--- config.mk ---
export PLATFORM = sky130hd
export DESIGN_NAME = core_ctrl
export DESIGN_NICKNAME = d
export VERILOG_FILES = /design/src/verilog/ctrl_pkg.sv /design/src/verilog/trap_pkg.sv /design/src/verilog/trap_detect.sv /design/src/verilog/irq_arbiter.sv /design/src/verilog/ctrl_fsm.sv /design/src/verilog/core_ctrl.sv
export SDC_FILE = /design/constraint.sdc
export NUM_CORES = 1
export LEC_CHECK = 0
export BUFFER_PORTS_ARGS = -buffer_cell sky130_fd_sc_hd__buf_2
export CAP_MARGIN = 25
export CORE_MARGIN = 3
export CORE_UTILIZATION = 36
export CTS_CLUSTER_SIZE = 10
export DETAILED_ROUTE_END_ITERATION = 10
export PLACE_DENSITY = 0.87
export SYNTH_ARGS = -nofsm -noshare
export SYNTH_HDL_FRONTEND = slang
export SYNTH_SLANG_ARGS = --single-unit
export TNS_END_PERCENT = 20
--- constraint.sdc ---
create_clock -name clk_i -period 4.59 [get_ports clk_i]
set_clock_uncertainty 0.05 [all_clocks]
set_input_delay 0.459 -clock clk_i [delete_from_list [all_inputs] [get_ports clk_i]]
set_output_delay 0.459 -clock clk_i [all_outputs]
set_load 0.005 [all_outputs]
--- src/verilog/ctrl_pkg.sv ---
////////////////////////////////////////////////////////////
// control flow encodings of the machine-mode controller
// fetch address select, vector kind and FSM states
////////////////////////////////////////////////////////////

package ctrl_pkg;

  // source of the next fetch address, valid only with pc_set
  typedef enum logic [1:0] {
    PC_BOOT = 2'b00,
    PC_JUMP = 2'b01,
    PC_EXC  = 2'b10,
    PC_ERET = 2'b11
  } pc_sel_e;

  // which vector the exception PC mux points at
  typedef enum logic {
    EXC_PC_IRQ = 1'b0,
    EXC_PC_EXC = 1'b1
  } exc_pc_sel_e;

  // sequencing FSM states, all eight codes in use
  typedef enum logic [2:0] {
    RESET       = 3'd0,
    BOOT_SET    = 3'd1,
    FIRST_FETCH = 3'd2,
    DECODE      = 3'd3,
    FLUSH       = 3'd4,
    IRQ_TAKEN   = 3'd5,
    WAIT_SLEEP  = 3'd6,
    SLEEP       = 3'd7
  } ctrl_state_e;

endpackage

--- src/verilog/trap_pkg.sv ---
////////////////////////////////////////////////////////////
// trap related types: data word, privilege, trap cause
////////////////////////////////////////////////////////////

package trap_pkg;

  // instructions, PCs and trap values
  typedef logic [31:0] word_t;

  // one bit per fast interrupt line
  typedef logic [15:0] fast_irq_t;

  typedef enum logic [1:0] {
    PRIV_LVL_U = 2'b00,
    PRIV_LVL_M = 2'b11
  } priv_lvl_e;

  // bit 6 set means interrupt, bit 5 set on top of it means NMI
  typedef enum logic [6:0] {
    EXC_CAUSE_INSN_ADDR_MISA     = 7'h00,
    EXC_CAUSE_INSTR_ACCESS_FAULT = 7'h01,
    EXC_CAUSE_ILLEGAL_INSN       = 7'h02,
    EXC_CAUSE_BREAKPOINT         = 7'h03,
    EXC_CAUSE_ECALL_UMODE        = 7'h08,
    EXC_CAUSE_ECALL_MMODE        = 7'h0B,
    EXC_CAUSE_IRQ_SOFTWARE_M     = 7'h43,
    EXC_CAUSE_IRQ_TIMER_M        = 7'h47,
    EXC_CAUSE_IRQ_EXTERNAL_M     = 7'h4B,
    EXC_CAUSE_IRQ_FAST_0         = 7'h50,
    EXC_CAUSE_IRQ_NM             = 7'h60
  } exc_cause_e;

endpackage

--- src/verilog/trap_detect.sv ---
////////////////////////////////////////////////////////////
// exception request qualification and prioritisation
// registers the requests and picks cause and trap value
////////////////////////////////////////////////////////////

module trap_detect
  import trap_pkg::*;
(
  input  logic       clk_i,
  input  logic       rst_ni,

  // decoder flags, not yet qualified with instr_valid_i
  input  logic       instr_valid_i,
  input  logic       illegal_insn_i,
  input  logic       ecall_insn_i,
  input  logic       ebrk_insn_i,
  input  logic       mret_insn_i,
  input  logic       wfi_insn_i,
  input  logic       csr_pipe_flush_i,
  input  logic       instr_fetch_err_i,
  input  word_t      instr_i,
  input  word_t      pc_id_i,

  // CSR state
  input  priv_lvl_e  priv_mode_i,
  input  logic       csr_mstatus_tw_i,

  // high while the FSM is in flush
  input  logic       in_flush_i,

  output logic       mret_o,
  output logic       wfi_o,
  output logic       special_req_o,
  output logic       exc_pending_o,
  output exc_cause_e exc_cause_o,
  output word_t      exc_mtval_o
);

  logic ecall_insn;
  logic ebrk_insn;
  logic fetch_err;
  logic pipe_flush;
  logic illegal_umode;
  logic illegal_insn_d, illegal_insn_q;
  logic exc_req_d, exc_req_q;

  // decoder does not look at instr_valid, factor it in here
  assign ecall_insn = ecall_insn_i & instr_valid_i;
  assign ebrk_insn  = ebrk_insn_i & instr_valid_i;
  assign fetch_err  = instr_fetch_err_i & instr_valid_i;
  assign pipe_flush = csr_pipe_flush_i & instr_valid_i;
  assign mret_o     = mret_insn_i & instr_valid_i;
  assign wfi_o      = wfi_insn_i & instr_valid_i;

  // mret needs M-mode, wfi too when mstatus.tw traps it
  assign illegal_umode = (priv_mode_i != PRIV_LVL_M) &
                         (mret_o | (csr_mstatus_tw_i & wfi_o));

  // flush clears the requests so a handled one does not linger
  assign illegal_insn_d = ((illegal_insn_i & instr_valid_i) | illegal_umode) & ~in_flush_i;
  assign exc_req_d      = (ecall_insn | ebrk_insn | illegal_insn_d | fetch_err) & ~in_flush_i;

  // anything that sends the FSM through flush
  assign special_req_o = mret_o | wfi_o | pipe_flush | exc_req_d;

  always_ff @(posedge clk_i or negedge rst_ni) begin
    if (!rst_ni) begin
      illegal_insn_q <= 1'b0;
      exc_req_q      <= 1'b0;
    end else begin
      illegal_insn_q <= illegal_insn_d;
      exc_req_q      <= exc_req_d;
    end
  end

  assign exc_pending_o = exc_req_q;

  // fixed priority: fetch fault, illegal, ecall, ebreak
  always_comb begin
    exc_cause_o = EXC_CAUSE_INSN_ADDR_MISA;
    exc_mtval_o = '0;
    if (fetch_err) begin
      exc_cause_o = EXC_CAUSE_INSTR_ACCESS_FAULT;
      exc_mtval_o = pc_id_i;
    end else if (illegal_insn_q) begin
      exc_cause_o = EXC_CAUSE_ILLEGAL_INSN;
      exc_mtval_o = instr_i;
    end else if (ecall_insn) begin
      exc_cause_o = (priv_mode_i == PRIV_LVL_M) ? EXC_CAUSE_ECALL_MMODE :
                                                  EXC_CAUSE_ECALL_UMODE;
    end else if (ebrk_insn) begin
      // no debug mode, ebreak always traps
      exc_cause_o = EXC_CAUSE_BREAKPOINT;
    end
  end

endmodule

--- src/verilog/irq_arbiter.sv ---
////////////////////////////////////////////////////////////
// interrupt arbitration and cause encoding
// also tracks whether the NMI handler is running
////////////////////////////////////////////////////////////

module irq_arbiter
  import trap_pkg::*;
#(
  parameter int unsigned NrFastIrq = 16
) (
  input  logic       clk_i,
  input  logic       rst_ni,

  input  logic       irq_pending_i,
  input  logic       csr_mstatus_mie_i,
  input  logic       irq_nm_i,
  input  fast_irq_t  irq_fast_i,
  input  logic       irq_external_i,
  input  logic       irq_software_i,
  input  logic       irq_timer_i,

  // strobes from the FSM
  input  logic       irq_enter_i,
  input  logic       mret_done_i,

  output logic       take_irq_o,
  output logic       wake_o,
  output exc_cause_e irq_cause_o,
  output logic       nmi_mode_o
);

  // lines at or above NrFastIrq are not wired
  localparam fast_irq_t FastMask = fast_irq_t'((32'd1 << NrFastIrq) - 32'd1);

  fast_irq_t fast_irq;
  logic [3:0] fast_id;
  logic       nmi_mode_q;

  assign fast_irq = irq_fast_i & FastMask;

  // no nesting inside the NMI handler, not even another NMI
  assign take_irq_o = ~nmi_mode_q & (irq_nm_i | (irq_pending_i & csr_mstatus_mie_i));
  assign wake_o     = irq_nm_i | irq_pending_i;

  // lowest numbered fast line wins
  always_comb begin
    fast_id = 4'd0;
    for (int i = 15; i >= 0; i--) begin
      if (fast_irq[i]) begin
        fast_id = i[3:0];
      end
    end
  end

  always_comb begin
    irq_cause_o = EXC_CAUSE_INSN_ADDR_MISA;
    if (irq_nm_i) begin
      irq_cause_o = EXC_CAUSE_IRQ_NM;
    end else if (fast_irq != '0) begin
      // fast line n maps to 0x50 + n
      irq_cause_o = exc_cause_e'(EXC_CAUSE_IRQ_FAST_0 | {3'b000, fast_id});
    end else if (irq_external_i) begin
      irq_cause_o = EXC_CAUSE_IRQ_EXTERNAL_M;
    end else if (irq_software_i) begin
      irq_cause_o = EXC_CAUSE_IRQ_SOFTWARE_M;
    end else if (irq_timer_i) begin
      irq_cause_o = EXC_CAUSE_IRQ_TIMER_M;
    end
  end

  // set when the NMI is entered, cleared by mret
  always_ff @(posedge clk_i or negedge rst_ni) begin
    if (!rst_ni) begin
      nmi_mode_q <= 1'b0;
    end else if (irq_enter_i && (irq_cause_o == EXC_CAUSE_IRQ_NM)) begin
      nmi_mode_q <= 1'b1;
    end else if (mret_done_i) begin
      nmi_mode_q <= 1'b0;
    end
  end

  assign nmi_mode_o = nmi_mode_q;

endmodule

--- src/verilog/ctrl_fsm.sv ---
////////////////////////////////////////////////////////////
// main sequencing FSM of the controller
// drives fetch, PC select, CSR save strobes and ID control
////////////////////////////////////////////////////////////

module ctrl_fsm
  import ctrl_pkg::*;
  import trap_pkg::*;
(
  input  logic        clk_i,
  input  logic        rst_ni,

  input  logic        fetch_enable_i,
  input  logic        instr_valid_i,
  input  logic        stall_id_i,
  input  logic        branch_set_i,
  input  logic        jump_set_i,

  // from trap_detect
  input  logic        mret_i,
  input  logic        wfi_i,
  input  logic        special_req_i,
  input  logic        exc_pending_i,
  input  exc_cause_e  exc_cause_i,
  input  word_t       exc_mtval_i,

  // from irq_arbiter
  input  logic        take_irq_i,
  input  logic        wake_i,
  input  exc_cause_e  irq_cause_i,

  // back to the helper blocks
  output logic        in_flush_o,
  output logic        irq_enter_o,
  output logic        mret_done_o,

  output logic        ctrl_busy_o,
  output logic        instr_req_o,
  output logic        pc_set_o,
  output pc_sel_e     pc_mux_o,
  output exc_pc_sel_e exc_pc_mux_o,
  output exc_cause_e  exc_cause_o,
  output logic        csr_save_if_o,
  output logic        csr_save_id_o,
  output logic        csr_restore_mret_id_o,
  output logic        csr_save_cause_o,
  output word_t       csr_mtval_o,
  output logic        id_in_ready_o,
  output logic        instr_valid_clear_o,
  output logic        flush_id_o
);

  ctrl_state_e state_q, state_d;

  // halt IF, keep the ID instruction, or kill it
  logic halt_if;
  logic retain_id;
  logic flush_id;

  ////////////////////////////////////////////////////////////
  // next state and outputs
  ////////////////////////////////////////////////////////////

  always_comb begin
    state_d               = state_q;
    instr_req_o           = 1'b1;
    ctrl_busy_o           = 1'b1;
    pc_set_o              = 1'b0;
    // mux values only matter with pc_set
    pc_mux_o              = PC_BOOT;
    exc_pc_mux_o          = EXC_PC_IRQ;
    exc_cause_o           = EXC_CAUSE_INSN_ADDR_MISA;
    csr_save_if_o         = 1'b0;
    csr_save_id_o         = 1'b0;
    csr_restore_mret_id_o = 1'b0;
    csr_save_cause_o      = 1'b0;
    csr_mtval_o           = '0;
    irq_enter_o           = 1'b0;
    mret_done_o           = 1'b0;
    halt_if               = 1'b0;
    retain_id             = 1'b0;
    flush_id              = 1'b0;

    unique case (state_q)
      RESET: begin
        instr_req_o = 1'b0;
        pc_set_o    = 1'b1;
        if (fetch_enable_i) begin
          state_d = BOOT_SET;
        end
      end
      BOOT_SET: begin
        // load boot address into the fetch stage
        pc_set_o = 1'b1;
        state_d  = FIRST_FETCH;
      end
      FIRST_FETCH: begin
        // wait here on an IF miss
        if (!stall_id_i) begin
          state_d = DECODE;
        end
      end
      DECODE: begin
        pc_mux_o = PC_JUMP;
        // keep the instruction in ID, flush decides what to do with it
        if (special_req_i) begin
          retain_id = 1'b1;
          state_d   = FLUSH;
        end
        if (branch_set_i || jump_set_i) begin
          pc_set_o = 1'b1;
        end
        // let the ID instruction finish before the interrupt goes in
        if (take_irq_i && (stall_id_i || instr_valid_i)) begin
          halt_if = 1'b1;
        end
        if (take_irq_i && !stall_id_i && !special_req_i && !instr_valid_i) begin
          halt_if = 1'b1;
          state_d = IRQ_TAKEN;
        end
      end
      FLUSH: begin
        halt_if  = 1'b1;
        flush_id = 1'b1;
        state_d  = DECODE;
        if (exc_pending_i) begin
          // trap: vector to handler, save ID PC, cause and trap value
          pc_set_o         = 1'b1;
          pc_mux_o         = PC_EXC;
          exc_pc_mux_o     = EXC_PC_EXC;
          csr_save_id_o    = 1'b1;
          csr_save_cause_o = 1'b1;
          exc_cause_o      = exc_cause_i;
          csr_mtval_o      = exc_mtval_i;
        end else if (mret_i) begin
          pc_set_o              = 1'b1;
          pc_mux_o              = PC_ERET;
          csr_restore_mret_id_o = 1'b1;
          mret_done_o           = 1'b1;
        end else if (wfi_i) begin
          state_d = WAIT_SLEEP;
        end
      end
      IRQ_TAKEN: begin
        halt_if      = 1'b1;
        pc_mux_o     = PC_EXC;
        exc_pc_mux_o = EXC_PC_IRQ;
        // line may have dropped since decode
        if (take_irq_i) begin
          pc_set_o         = 1'b1;
          csr_save_if_o    = 1'b1;
          csr_save_cause_o = 1'b1;
          exc_cause_o      = irq_cause_i;
          irq_enter_o      = 1'b1;
        end
        state_d = DECODE;
      end
      WAIT_SLEEP: begin
        ctrl_busy_o = 1'b0;
        instr_req_o = 1'b0;
        halt_if     = 1'b1;
        flush_id    = 1'b1;
        state_d     = SLEEP;
      end
      SLEEP: begin
        instr_req_o = 1'b0;
        halt_if     = 1'b1;
        flush_id    = 1'b1;
        // clock stays gated until something wakes the core
        if (wake_i) begin
          state_d = FIRST_FETCH;
        end else begin
          ctrl_busy_o = 1'b0;
        end
      end
      default: begin
        instr_req_o = 1'b0;
        state_d     = RESET;
      end
    endcase
  end

  ////////////////////////////////////////////////////////////
  // stall control and state register
  ////////////////////////////////////////////////////////////

  assign in_flush_o = (state_q == FLUSH);
  assign flush_id_o = flush_id;

  assign id_in_ready_o = ~stall_id_i & ~halt_if & ~retain_id;

  // retain keeps instr_valid set, a flush always clears it
  assign instr_valid_clear_o = ~(stall_id_i | retain_id) | flush_id;

  always_ff @(posedge clk_i or negedge rst_ni) begin
    if (!rst_ni) begin
      state_q <= RESET;
    end else begin
      state_q <= state_d;
    end
  end

endmodule

--- src/verilog/core_ctrl.sv ---
////////////////////////////////////////////////////////////
// machine-mode controller top
// chains trap detection, interrupt arbitration and the FSM
////////////////////////////////////////////////////////////

module core_ctrl
  import ctrl_pkg::*;
  import trap_pkg::*;
#(
  parameter int unsigned NrFastIrq = 16
) (
  input  logic        clk_i,
  input  logic        rst_ni,

  input  logic        fetch_enable_i,
  output logic        ctrl_busy_o,

  // decoder and IF-ID register
  input  logic        instr_valid_i,
  input  logic        illegal_insn_i,
  input  logic        ecall_insn_i,
  input  logic        ebrk_insn_i,
  input  logic        mret_insn_i,
  input  logic        wfi_insn_i,
  input  logic        csr_pipe_flush_i,
  input  logic        instr_fetch_err_i,
  input  word_t       instr_i,
  input  word_t       pc_id_i,
  input  logic        branch_set_i,
  input  logic        jump_set_i,
  input  logic        stall_id_i,

  // CSR state and interrupt lines
  input  priv_lvl_e   priv_mode_i,
  input  logic        csr_mstatus_tw_i,
  input  logic        csr_mstatus_mie_i,
  input  logic        irq_pending_i,
  input  logic        irq_nm_i,
  input  fast_irq_t   irq_fast_i,
  input  logic        irq_external_i,
  input  logic        irq_software_i,
  input  logic        irq_timer_i,
  output logic        nmi_mode_o,

  // fetch and ID stage control
  output logic        instr_req_o,
  output logic        pc_set_o,
  output pc_sel_e     pc_mux_o,
  output exc_pc_sel_e exc_pc_mux_o,
  output logic        id_in_ready_o,
  output logic        instr_valid_clear_o,
  output logic        flush_id_o,

  // CSR updates
  output exc_cause_e  exc_cause_o,
  output logic        csr_save_if_o,
  output logic        csr_save_id_o,
  output logic        csr_restore_mret_id_o,
  output logic        csr_save_cause_o,
  output word_t       csr_mtval_o
);

  // trap_detect to FSM
  logic       mret;
  logic       wfi;
  logic       special_req;
  logic       exc_pending;
  exc_cause_e exc_cause;
  word_t      exc_mtval;

  // irq_arbiter to FSM
  logic       take_irq;
  logic       wake;
  exc_cause_e irq_cause;

  // FSM back to the helpers
  logic       in_flush;
  logic       irq_enter;
  logic       mret_done;

  trap_detect u_trap_detect (
    .*,
    .in_flush_i   (in_flush),
    .mret_o       (mret),
    .wfi_o        (wfi),
    .special_req_o(special_req),
    .exc_pending_o(exc_pending),
    .exc_cause_o  (exc_cause),
    .exc_mtval_o  (exc_mtval)
  );

  irq_arbiter #(
    .NrFastIrq(NrFastIrq)
  ) u_irq_arbiter (
    .*,
    .irq_enter_i(irq_enter),
    .mret_done_i(mret_done),
    .take_irq_o (take_irq),
    .wake_o     (wake),
    .irq_cause_o(irq_cause)
  );

  ctrl_fsm u_ctrl_fsm (
    .*,
    .mret_i       (mret),
    .wfi_i        (wfi),
    .special_req_i(special_req),
    .exc_pending_i(exc_pending),
    .exc_cause_i  (exc_cause),
    .exc_mtval_i  (exc_mtval),
    .take_irq_i   (take_irq),
    .wake_i       (wake),
    .irq_cause_i  (irq_cause),
    .in_flush_o   (in_flush),
    .irq_enter_o  (irq_enter),
    .mret_done_o  (mret_done)
  );

endmodule

; ---- Yosys cells after proc, flatten, opt, wreduce, memory -nomap -nowiden
; Cells that the tools add are included.
[word_totals]
register_bits = 6
latchBits = 0
ram_bits = 0
mem_bits_ro = 0
elab_cells = 136
n_memories = 0
[op_classes]
addsub = 0
mul = 0
div_mod_pow = 0
n_lt_le_gt_ge = 0
n_eq_ne = 14
n_shift = 0
muxes = 67
n_bitwise = 33
n_reduce_logical = 18
[ops]
columns = op, n
row1 = 2-to-1 mux 32 bit, 4
row2 = 2-to-1 mux 7 bit, 10
row3 = 2-to-1 mux 4 bit, 16
row4 = 2-to-1 mux 3 bit, 8
row5 = case mux 3 bit (8 select lines), 1
row6 = 2-to-1 mux 1 bit, 18
row7 = nonzero test 16 bit, 1
row8 = AND 1 bit, 15
row9 = case mux 7 bit (2 select lines), 1
row10 = "equality test 3 bit, second input constant", 4
row11 = bitwise OR 1 bit, 12
row12 = 2-to-1 mux 2 bit, 4
row13 = "equality test 7 bit, second input constant", 1
row14 = "equality test 3 x 2 -> 1 bit, second input constant", 2
row15 = "inequality test 2 bit, second input constant", 3
row16 = NOT 1 bit, 6
row17 = case mux 1 bit (2 select lines), 3
row18 = case mux 2 bit (3 select lines), 1
row19 = OR reduction 3 bit, 2
row20 = logical AND 1 bit, 5
row21 = case mux 1 bit (4 select lines), 1
row22 = AND reduction 4 bit, 1
row23 = OR reduction 4 bit, 1
row24 = "equality test 3 x 1 -> 1 bit, second input constant", 1
row25 = other kinds (8), 11

; ---- Longest topological paths before layout
; Gate-level depths: netlist of the first run.
[depth]
word_depth = 21
mapped_depth = 6

; ---- Hierarchy
; From an unflattened synthesis of the first run, not the netlist that was laid out.
[hier_totals]
cells_unflattened = 282
area_unflattened_um2 = 1722.9
[modules_own_cells]
columns = mod, instances, cells_per_inst, area_each_um2
row1 = trap_detect, 1, 136, 709.4
row2 = ctrl_fsm, 1, 99, 670.6
row3 = irq_arbiter, 1, 47, 342.8

; ---- Worst setup path before layout of the first run
; OpenSTA, ideal clock, no wires.
[synth_timing]
kind = input to output
from = in irq_fast_i[1]
to = out exc_cause_o[6]
arrival_time_ns = 1.556
slack_ns = 2.525
cell_stages = 4
cell_sequence = nor4_1 -> nand4_1 -> or4_1 -> o21a_1
[synth_between]
elab_chain_cells = 5
[synth_rtl]
columns = item, line
row1 = from (decl), core_ctrl.sv:39  ; input fast_irq_t irq_fast_i,
row2 = nonzero test 16 bit, irq_arbiter.sv:59  ; end else if (fast_irq != '0) begin
row3 = 2-to-1 mux 7 bit, irq_arbiter.sv:59
row4 = 2-to-1 mux 7 bit, irq_arbiter.sv:57  ; if (irq_nm_i) begin
row5 = 2-to-1 mux 7 bit, ctrl_fsm.sv:149  ; if (take_irq_i) begin
row6 = case mux 7 bit (2 select lines), ctrl_fsm.sv:84  ; unique case (state_q)
row7 = to (decl), core_ctrl.sv:55  ; output exc_cause_e exc_cause_o,
; No other way between the ends.

; ---- Final worst setup path of the first run
[layout_timing]
from = reg u_ctrl_fsm.state_q[2]
to = out exc_cause_o[1]
[layout_between]
elab_chain_cells = 2
[layout_rtl]
columns = item, line
row1 = from (decl), ctrl_fsm.sv:53  ; ctrl_state_e state_q, state_d;
row2 = from (signal assigned), ctrl_fsm.sv:199  ; state_q <= state_d;
row3 = equality test 3 bit, ctrl_fsm.sv:84
row4 = case mux 7 bit (2 select lines) *, ctrl_fsm.sv:84
; Mark *: on every way between the ends. The rest lies on a longest branch, timed or not.

==> flow_summary.yaml, run 1 <==
run_status:
  status: "complete, no violations"
placed_design:
  dp.final_hpwl_microns: 4450
  place.port_buffers: 155
  gp_congestion: 0.906
  post_dp_cell_area_sq_mm: 0.00206
timing:
  max_freq_ghz: 0.338
  setup_viol: 0
  grt_setup_unrepaired: "no"
  final_worst_path_period_share: 0.645
  worst_pin_slew_ns: 1.02
  slew_viols_final: 0
  fin_tns_setup_ns: 0
  timing_hold_violations_final: 0
  period_needed_ns: 2.96
  slew_headroom: 0.318
die:
  core.rowCount: 21
  top_level_i_o_count: 156
  floorplan.die.width_microns: 66.4
  start_util: 0.385
  core_area_sq_mm: 0.00342
  die_y_microns: 66.4
  die_area_sq_mm: 0.00441
logic_synthesis:
  synth-main-ff-cell: "dfrtp_1"
  ys_ff_latch: 6
  synth-edff-count: 0
  synthCells: 232
  synth_cell_type_count: 38
  syn-cell-area_sq_mm: 0.00131
  synth.top_cells.by_area: "a21oi_1 17%, nand2_1 13%, nand3_1 12%, dfrtp_1 11%, clkbuf_1 4.9%"
  synthDominantAreaCellType: "a21oi_1"
  syn_nets: 335
  synth-async-reset-ratio: 1.00
  yosys.area.top_type_share: 0.171
  yosysSeqAreaShare: 0.114
  synth.avg_cell_area_sq_um: 5.66
  ys.warnings.count: 0
grt:
  grt_pass1_wl_microns: 8000
  number_of_antenna_violations_at_the_first_check_in_global_routing: 0
  global_route_usage_sum: 0.224
  via_count_of_the_first_global_routing_pass: 1815
  gr-total-overflow: 0
  grt_start_max_net_pins: 36
clock_network:
  cts.sink_count: 6
  cts.clk_slew.worst_paths_ns: 0.04
  worstSkewPairLatency_ns: 0.24
  ctsRootBufferMaster: "clkbuf_4"
  cts_made_buffers: 3
  cts_resized: 0
  cts_htree_levels: 1
  cts_hold_fix_bufs: 1
  max-clock-path-buffers: 2
  tritoncts: "yes"
  cts_setup_buffers: 0
critical_path:
  worst-endpoint-arrival_ns: 2.45
  rr_startpoint: "u_ctrl_fsm.state_q[2]"
  flop_to_flop_setup_slack_ns: 2.57
  crit_path_cell_trace: "nor3b_4, nand2_1, buf_8, inv_1, o211ai_1, o41ai_1, buf_2"
  critPathKind: "register to output pin"
  reg2regPathDepth: 5
  worst-path-max-fanout: 18
  crit_path_top_delay_cell: "dfrtp_1"
  cp_launch_type: "register"
  worst_path_largest_cell_delay_ns: 0.62
  critical_path_required_ns: 4.08
  endpoint_kind_of_the_worst_setup_timing_path: "output pin"
  timing.critical_path.buf_inv: 3
  path_delay_family: "simple AND/OR/NAND/NOR gates"
  rr_endpoint: "u_ctrl_fsm.state_q[2]"
drt:
  num_vias: 2193
  drt-vias-per-instance: 5.22
  post_drt_wl_per_cell_microns: 13.3
  postRouteAntennaNets: 0
  drtIter0Drc: 157
  route.detailed.drc: 0
  detailedRoute.firstPassIterationCount: 4
  wl_microns: 5610
pwr:
  share_clk_of_total_power: 0.096
  maximum_vdd_drop_v: 0.000356
  power.share.sequential: 0.269
  cellInternalPower_w: 0.000252
  power.density_cell_area_mw_per_mm2: 221
  gate_power_share: 0.635
  p_switching_w: 0.000222
  net_switching_fraction_of_the_power: 0.469
  leakage_nw: 1.12
run:
  total_of_max_cap_violations: 0
finish:
  final_layout_size_suffix_gt1_frac: 0.449
  mostFrequentLayoutCells: "155 x buf_2, 45 x nand2_1, 45 x a21oi_1"
  layout.filler_cells: 319
  antenna_cells: 0
  final_net_count: 479
  areaGrowthSynthToFinish_pct: 63.4
  finish.instance_area_sq_mm: 0.00215
  final-seq-area_sq_um: 150
  most_common_cell_after_layout_fill_and_taps_aside: "buf_2"
  multiInputGateArea_sq_mm: 0.00106
worst_hold_path:
  hold_path_depth: 1
  launch_point_of_the_worst_hold_path: "u_irq_arbiter.nmi_mode_o"
  hold_end: "u_irq_arbiter.nmi_mode_o"
  min_delay_path_class: "register to register"
-- power groups by stage --
stage          clock network (W)  logic, W  registers, W
6_report               0.0000457  0.000301      0.000127
5_1_grt                0.0000538  0.000335      0.000133
4_1_cts                0.0000485  0.000285      0.000134
3_5_place_dp                   0  0.000283      0.000134
3_3_place_gp                   0  0.000279      0.000131
2_1_floorplan                  0  0.000210     0.0000864
-- per-layer routing --
metal  up-vias  global-route usage  routed length (microns)
met5         -                   0                        0
met4         0              0.0660                       78
met3         8              0.0272                      470
met2       103               0.392                     2700
met1       965               0.284                     2360
li1       1117                   -                        -
-- Yosys cell counts (2+ instances only) --
cell type  instances
a31oi_1            2
nand3_1           32
inv_1              5
o21ai_0           11
or3_1              2
o211ai_1           3
and2_1             2
nand4_1            2
nand2b_1           2
nor2_1            17
nor2b_1            4
o31ai_1            3
nor3_1             8
nor4_2             2
buf_4              3
dfrtp_1            6
nand2_1           45
nor4_1             3
clkbuf_1          17
a21oi_1           45
-- per-stage QoR --
stage / hold slack [ns] / power (W) / setup slack (ns) / instances / util
4_1_cts: 0.502 / 0.000468 / 1.39 / 417 / 0.613
5_1_grt: 0.522 / 0.000522 / 1.41 / 420 / 0.629
6_report: 0.503 / 0.000474 / 1.63 / 420 / 0.629
3_3_place_gp: 0.232 / 0.000410 / 1.71 / 413 / 0.603
2_1_floorplan: 0.113 / 0.000296 / 2.52 / 232 / -
3_5_place_dp: 0.232 / 0.000417 / 1.67 / 413 / 0.603
-- flip-flops by register name, indices dropped and copies added, names as in the netlist --
signal,count
u_trap_detect.exc_pending_o,1
u_irq_arbiter.nmi_mode_o,1
u_trap_detect.illegal_insn_q,1
u_ctrl_fsm.state_q,3
-- logic make-up after synthesis --
logic type,Yosys count,share of synthesized area
AOI/OAI and AO/OA,75,0.335
buffers and inverters,25,0.0800
DFF,6,0.114
muxes,1,0.00857
and+or+nand+nor,125,0.462
-- worst max path at each step --
| stage | start | to | slack, ns | depth (start not counted) |
|---|---|---|---|---|
| global placement | u_ctrl_fsm.state_q[2] | exc_cause_o[1] | 1.71 | 6 |
| global route | u_ctrl_fsm.state_q[2] | exc_cause_o[1] | 1.41 | 7 |
| finish | u_ctrl_fsm.state_q[2] | exc_cause_o[1] | 1.63 | 7 |
| CTS | u_ctrl_fsm.state_q[2] | exc_cause_o[1] | 1.39 | 6 |
| floorplan | irq_fast_i[1] | exc_cause_o[6] | 2.52 | 4 |
| detailed placement | u_ctrl_fsm.state_q[2] | exc_cause_o[1] | 1.67 | 6 |
-- final cells by class --
| class | count | share of cell area |
|---|---|---|
| Inverter | 5 | 0.00874 |
| Timing Repair Buffer | 159 | 0.391 |
| Sequential cell | 6 | 0.0699 |
| Clock buffer | 3 | 0.0105 |
| Multi-Input combinational cell | 201 | 0.493 |
| Tap cell | 46 | 0.0268 |
No activity file was read; power rests on OpenSTA's default activity.
==> run 2, diff against run 1 <==
- ABC_AREA: default -> 1
- PLACE_DENSITY: 0.87 -> 0.82
- clock period: 4.59 -> 2.95 ns (I/O delays scaled with it)
==> flow_summary.yaml, run 2 <==
logic_synthesis:
  yosys.area.top_type_share: 0.247
  syn_nets: 385
  synthDominantAreaCellType: "nand3_1"
  synth-edff-count: 0
  simple_gate_share_of_the_synthesized_area: 0.507
  yosysSeqAreaShare: 0.0987
  synth.most_common_cell: "nand3_1"
  dominant_combinational_cell_family_by_area_after_synthesis: "simple AND/OR/NAND/NOR gates"
  synth-main-ff-cell: "dfrtp_1"
  ys.warnings.count: 0
  synth.top_cells.by_area: "nand3_1 25%, a21oi_1 13%, nand2_1 11%, dfrtp_1 9.9%, inv_1 7.4%"
  syn-cell-area_sq_mm: 0.00152
  synth-compound-area-share: 0.220
  synth.avg_cell_area_sq_um: 5.40
  synth-async-reset-ratio: 1.00
  synthAdderAreaFrac: 0
  yosys-mux-area-fraction: 0
  synth_cell_type_count: 34
  synth_xor_area_frac: 0
  ys_ff_latch: 6
  synth_top_cells_by_count: "75 x nand3_1, 44 x nand2_1, 38 x a21oi_1"
  synthCells: 282
pwr:
  maximum_vdd_drop_v: 0.000232
  gate_power_share: 0.650
  p_switching_w: 0.000423
  power.share.sequential: 0.198
  share_clk_of_total_power: 0.153
  cellInternalPower_w: 0.000434
  leakage_nw: 1.34
  net_switching_fraction_of_the_power: 0.494
  power.density_cell_area_mw_per_mm2: 368
die:
  floorplan.die.width_microns: 71.0
  die_area_sq_mm: 0.00504
  top_level_i_o_count: 156
  core.rowCount: 23
  start_util: 0.378
  die_y_microns: 71.0
  core_area_sq_mm: 0.00403
finish:
  final_net_count: 529
  final-seq-area_sq_um: 150
  layout.filler_cells: 413
  registers.top_by_ff_count: "u_ctrl_fsm.state_q"
  multiInputGateArea_sq_mm: 0.00111
  most_common_cell_after_layout_fill_and_taps_aside: "buf_2"
  mostFrequentLayoutCells: "155 x buf_2, 75 x nand3_1, 44 x nand2_1"
  antenna_cells: 0
  final_layout_size_suffix_gt1_frac: 0.448
  areaGrowthSynthToFinish_pct: 53.3
  largest_reg_flops: 3
timing:
  worst_slack_ns: 0.634
  grt_setup_unrepaired: "no"
  timing_hold_violations_final: 0
  worst_pin_slew_ns: 0.588
  final_worst_path_period_share: 0.785
  max_freq_ghz: 0.432
  setup_viol: 0
  period_needed_ns: 2.32
  slew_viols_final: 0
  slew_headroom: 0.608
  fin_tns_setup_ns: 0
drt:
  post_drt_wl_per_cell_microns: 12.4
  route.detailed.drc: 0
  wl_microns: 5870
  num_vias: 2415
  drtIter0Drc: 87
  postRouteAntennaNets: 0
  detailedRoute.firstPassIterationCount: 6
  drt-vias-per-instance: 5.09
grt:
  grt_start_max_net_pins: 37
  gr-total-overflow: 0
  grt_pass1_wl_microns: 9250
  number_of_antenna_violations_at_the_first_check_in_global_routing: 0
  via_count_of_the_first_global_routing_pass: 2183
  global_route_usage_sum: 0.221
clock_network:
  cts.sink_count: 6
  cts_made_buffers: 3
  cts_htree_levels: 1
  max-clock-path-buffers: 2
  cts_setup_buffers: 0
  cts.clk_slew.worst_paths_ns: 0.04
  tritoncts: "yes"
  worstSkewPairLatency_ns: 0.23
  ctsRootBufferMaster: "clkbuf_8"
placed_design:
  gp_congestion: 0.942
  dp.final_hpwl_microns: 4850
  pre_cts_slack_ns: 0.803
  place.port_buffers: 155
run_status:
  status: "complete, no violations"
critical_path:
  critical_path_required_ns: 2.61
  worst-endpoint-arrival_ns: 1.97
  cp_launch_type: "register"
  worst_path_most_repeated_cell: "inv_2"
  worst-path-max-fanout: 34
  critPathKind: "register to output pin"
  worst_path_largest_cell_delay_ns: 0.50
  crit_path_cell_trace: "inv_4, nor2_2, inv_2, nor2_4, inv_2, nor2_8, inv_2, o41ai_2, buf_2"
  crit_path_top_delay_cell: "dfrtp_1"
  endpoint_kind_of_the_worst_setup_timing_path: "output pin"
worst_hold_path:
  min_delay_path_class: "input pin to register"
run:
  total_of_max_cap_violations: 0
## run 2: power groups by stage
stage	combinational (W)	sequential (W)	clock, W
2_1_floorplan	0.000371	0.000149	0
3_3_place_gp	0.000552	0.000167	0
3_5_place_dp	0.000555	0.000169	0
4_1_cts	0.000558	0.000168	0.000133
5_1_grt	0.000625	0.000175	0.000139
6_report	0.000557	0.000169	0.000131
## run 2: through the flow
step           instances  cell area [sq um]  power [W]  hold WS, ns  utilization
4_1_cts              474               2330   0.000859        0.318        0.579
5_1_grt              474               2330   0.000939        0.316        0.579
6_report             474               2330   0.000857        0.308        0.579
3_3_place_gp         470               2280   0.000719       0.0907        0.566
2_1_floorplan        282               1520   0.000520      -0.0506            -
3_5_place_dp         470               2280   0.000724       0.0903        0.566
## run 2: layout make-up
cell class                      count  area share
Timing Repair Buffer              159       0.347
Multi-Input combinational cell    214       0.475
Clock buffer                        3      0.0177
Tap cell                           50      0.0268
Inverter                           42      0.0697
Sequential cell                     6      0.0644
## run 2: what timing repair did
item,4_1_cts,5_1_grt
gates resized for setup,0,0
hold buffers,1,0
hold endpoints to repair,6,0
## run 2: worst max-delay path, delay by kind of cell, from the launching register on
family          cells  cell delay, ns
compound gates      1            0.32
flops               1            0.50
buf+inv             5            0.61
simple gates        3            0.31
## run 2: worst paths after layout
path                       cells after the start                   startpoint  slack (ns)                      endpoint
setup / recovery                               9        u_ctrl_fsm.state_q[2]        0.63                exc_cause_o[3]
hold reg to reg                                2  u_trap_detect.exc_pending_o        0.54      u_irq_arbiter.nmi_mode_o
hold / removal                                 3               illegal_insn_i        0.31  u_trap_detect.illegal_insn_q
max in group asynchronous                      2                       rst_ni        2.31      u_irq_arbiter.nmi_mode_o
setup reg to reg                               9        u_ctrl_fsm.state_q[2]        1.40         u_ctrl_fsm.state_q[0]
min in group asynchronous                      2                       rst_ni        0.38  u_trap_detect.illegal_insn_q
## run 2: cells by family after synthesis
| kind of cell | Yosys count |
|---|---|
| compound gates | 60 |
| simple gates | 154 |
| flops | 6 |
| buf+inv | 62 |
## run 2: metal layers
metal	global-route usage	wire length, microns	part of all wire	vias up
li1	-	-	-	1230
met1	0.254	2230	0.38	1057
met2	0.387	2960	0.50	112
met3	0.0611	544	0.093	16
met4	0.0835	137	0.023	0
met5	0	0	0	-
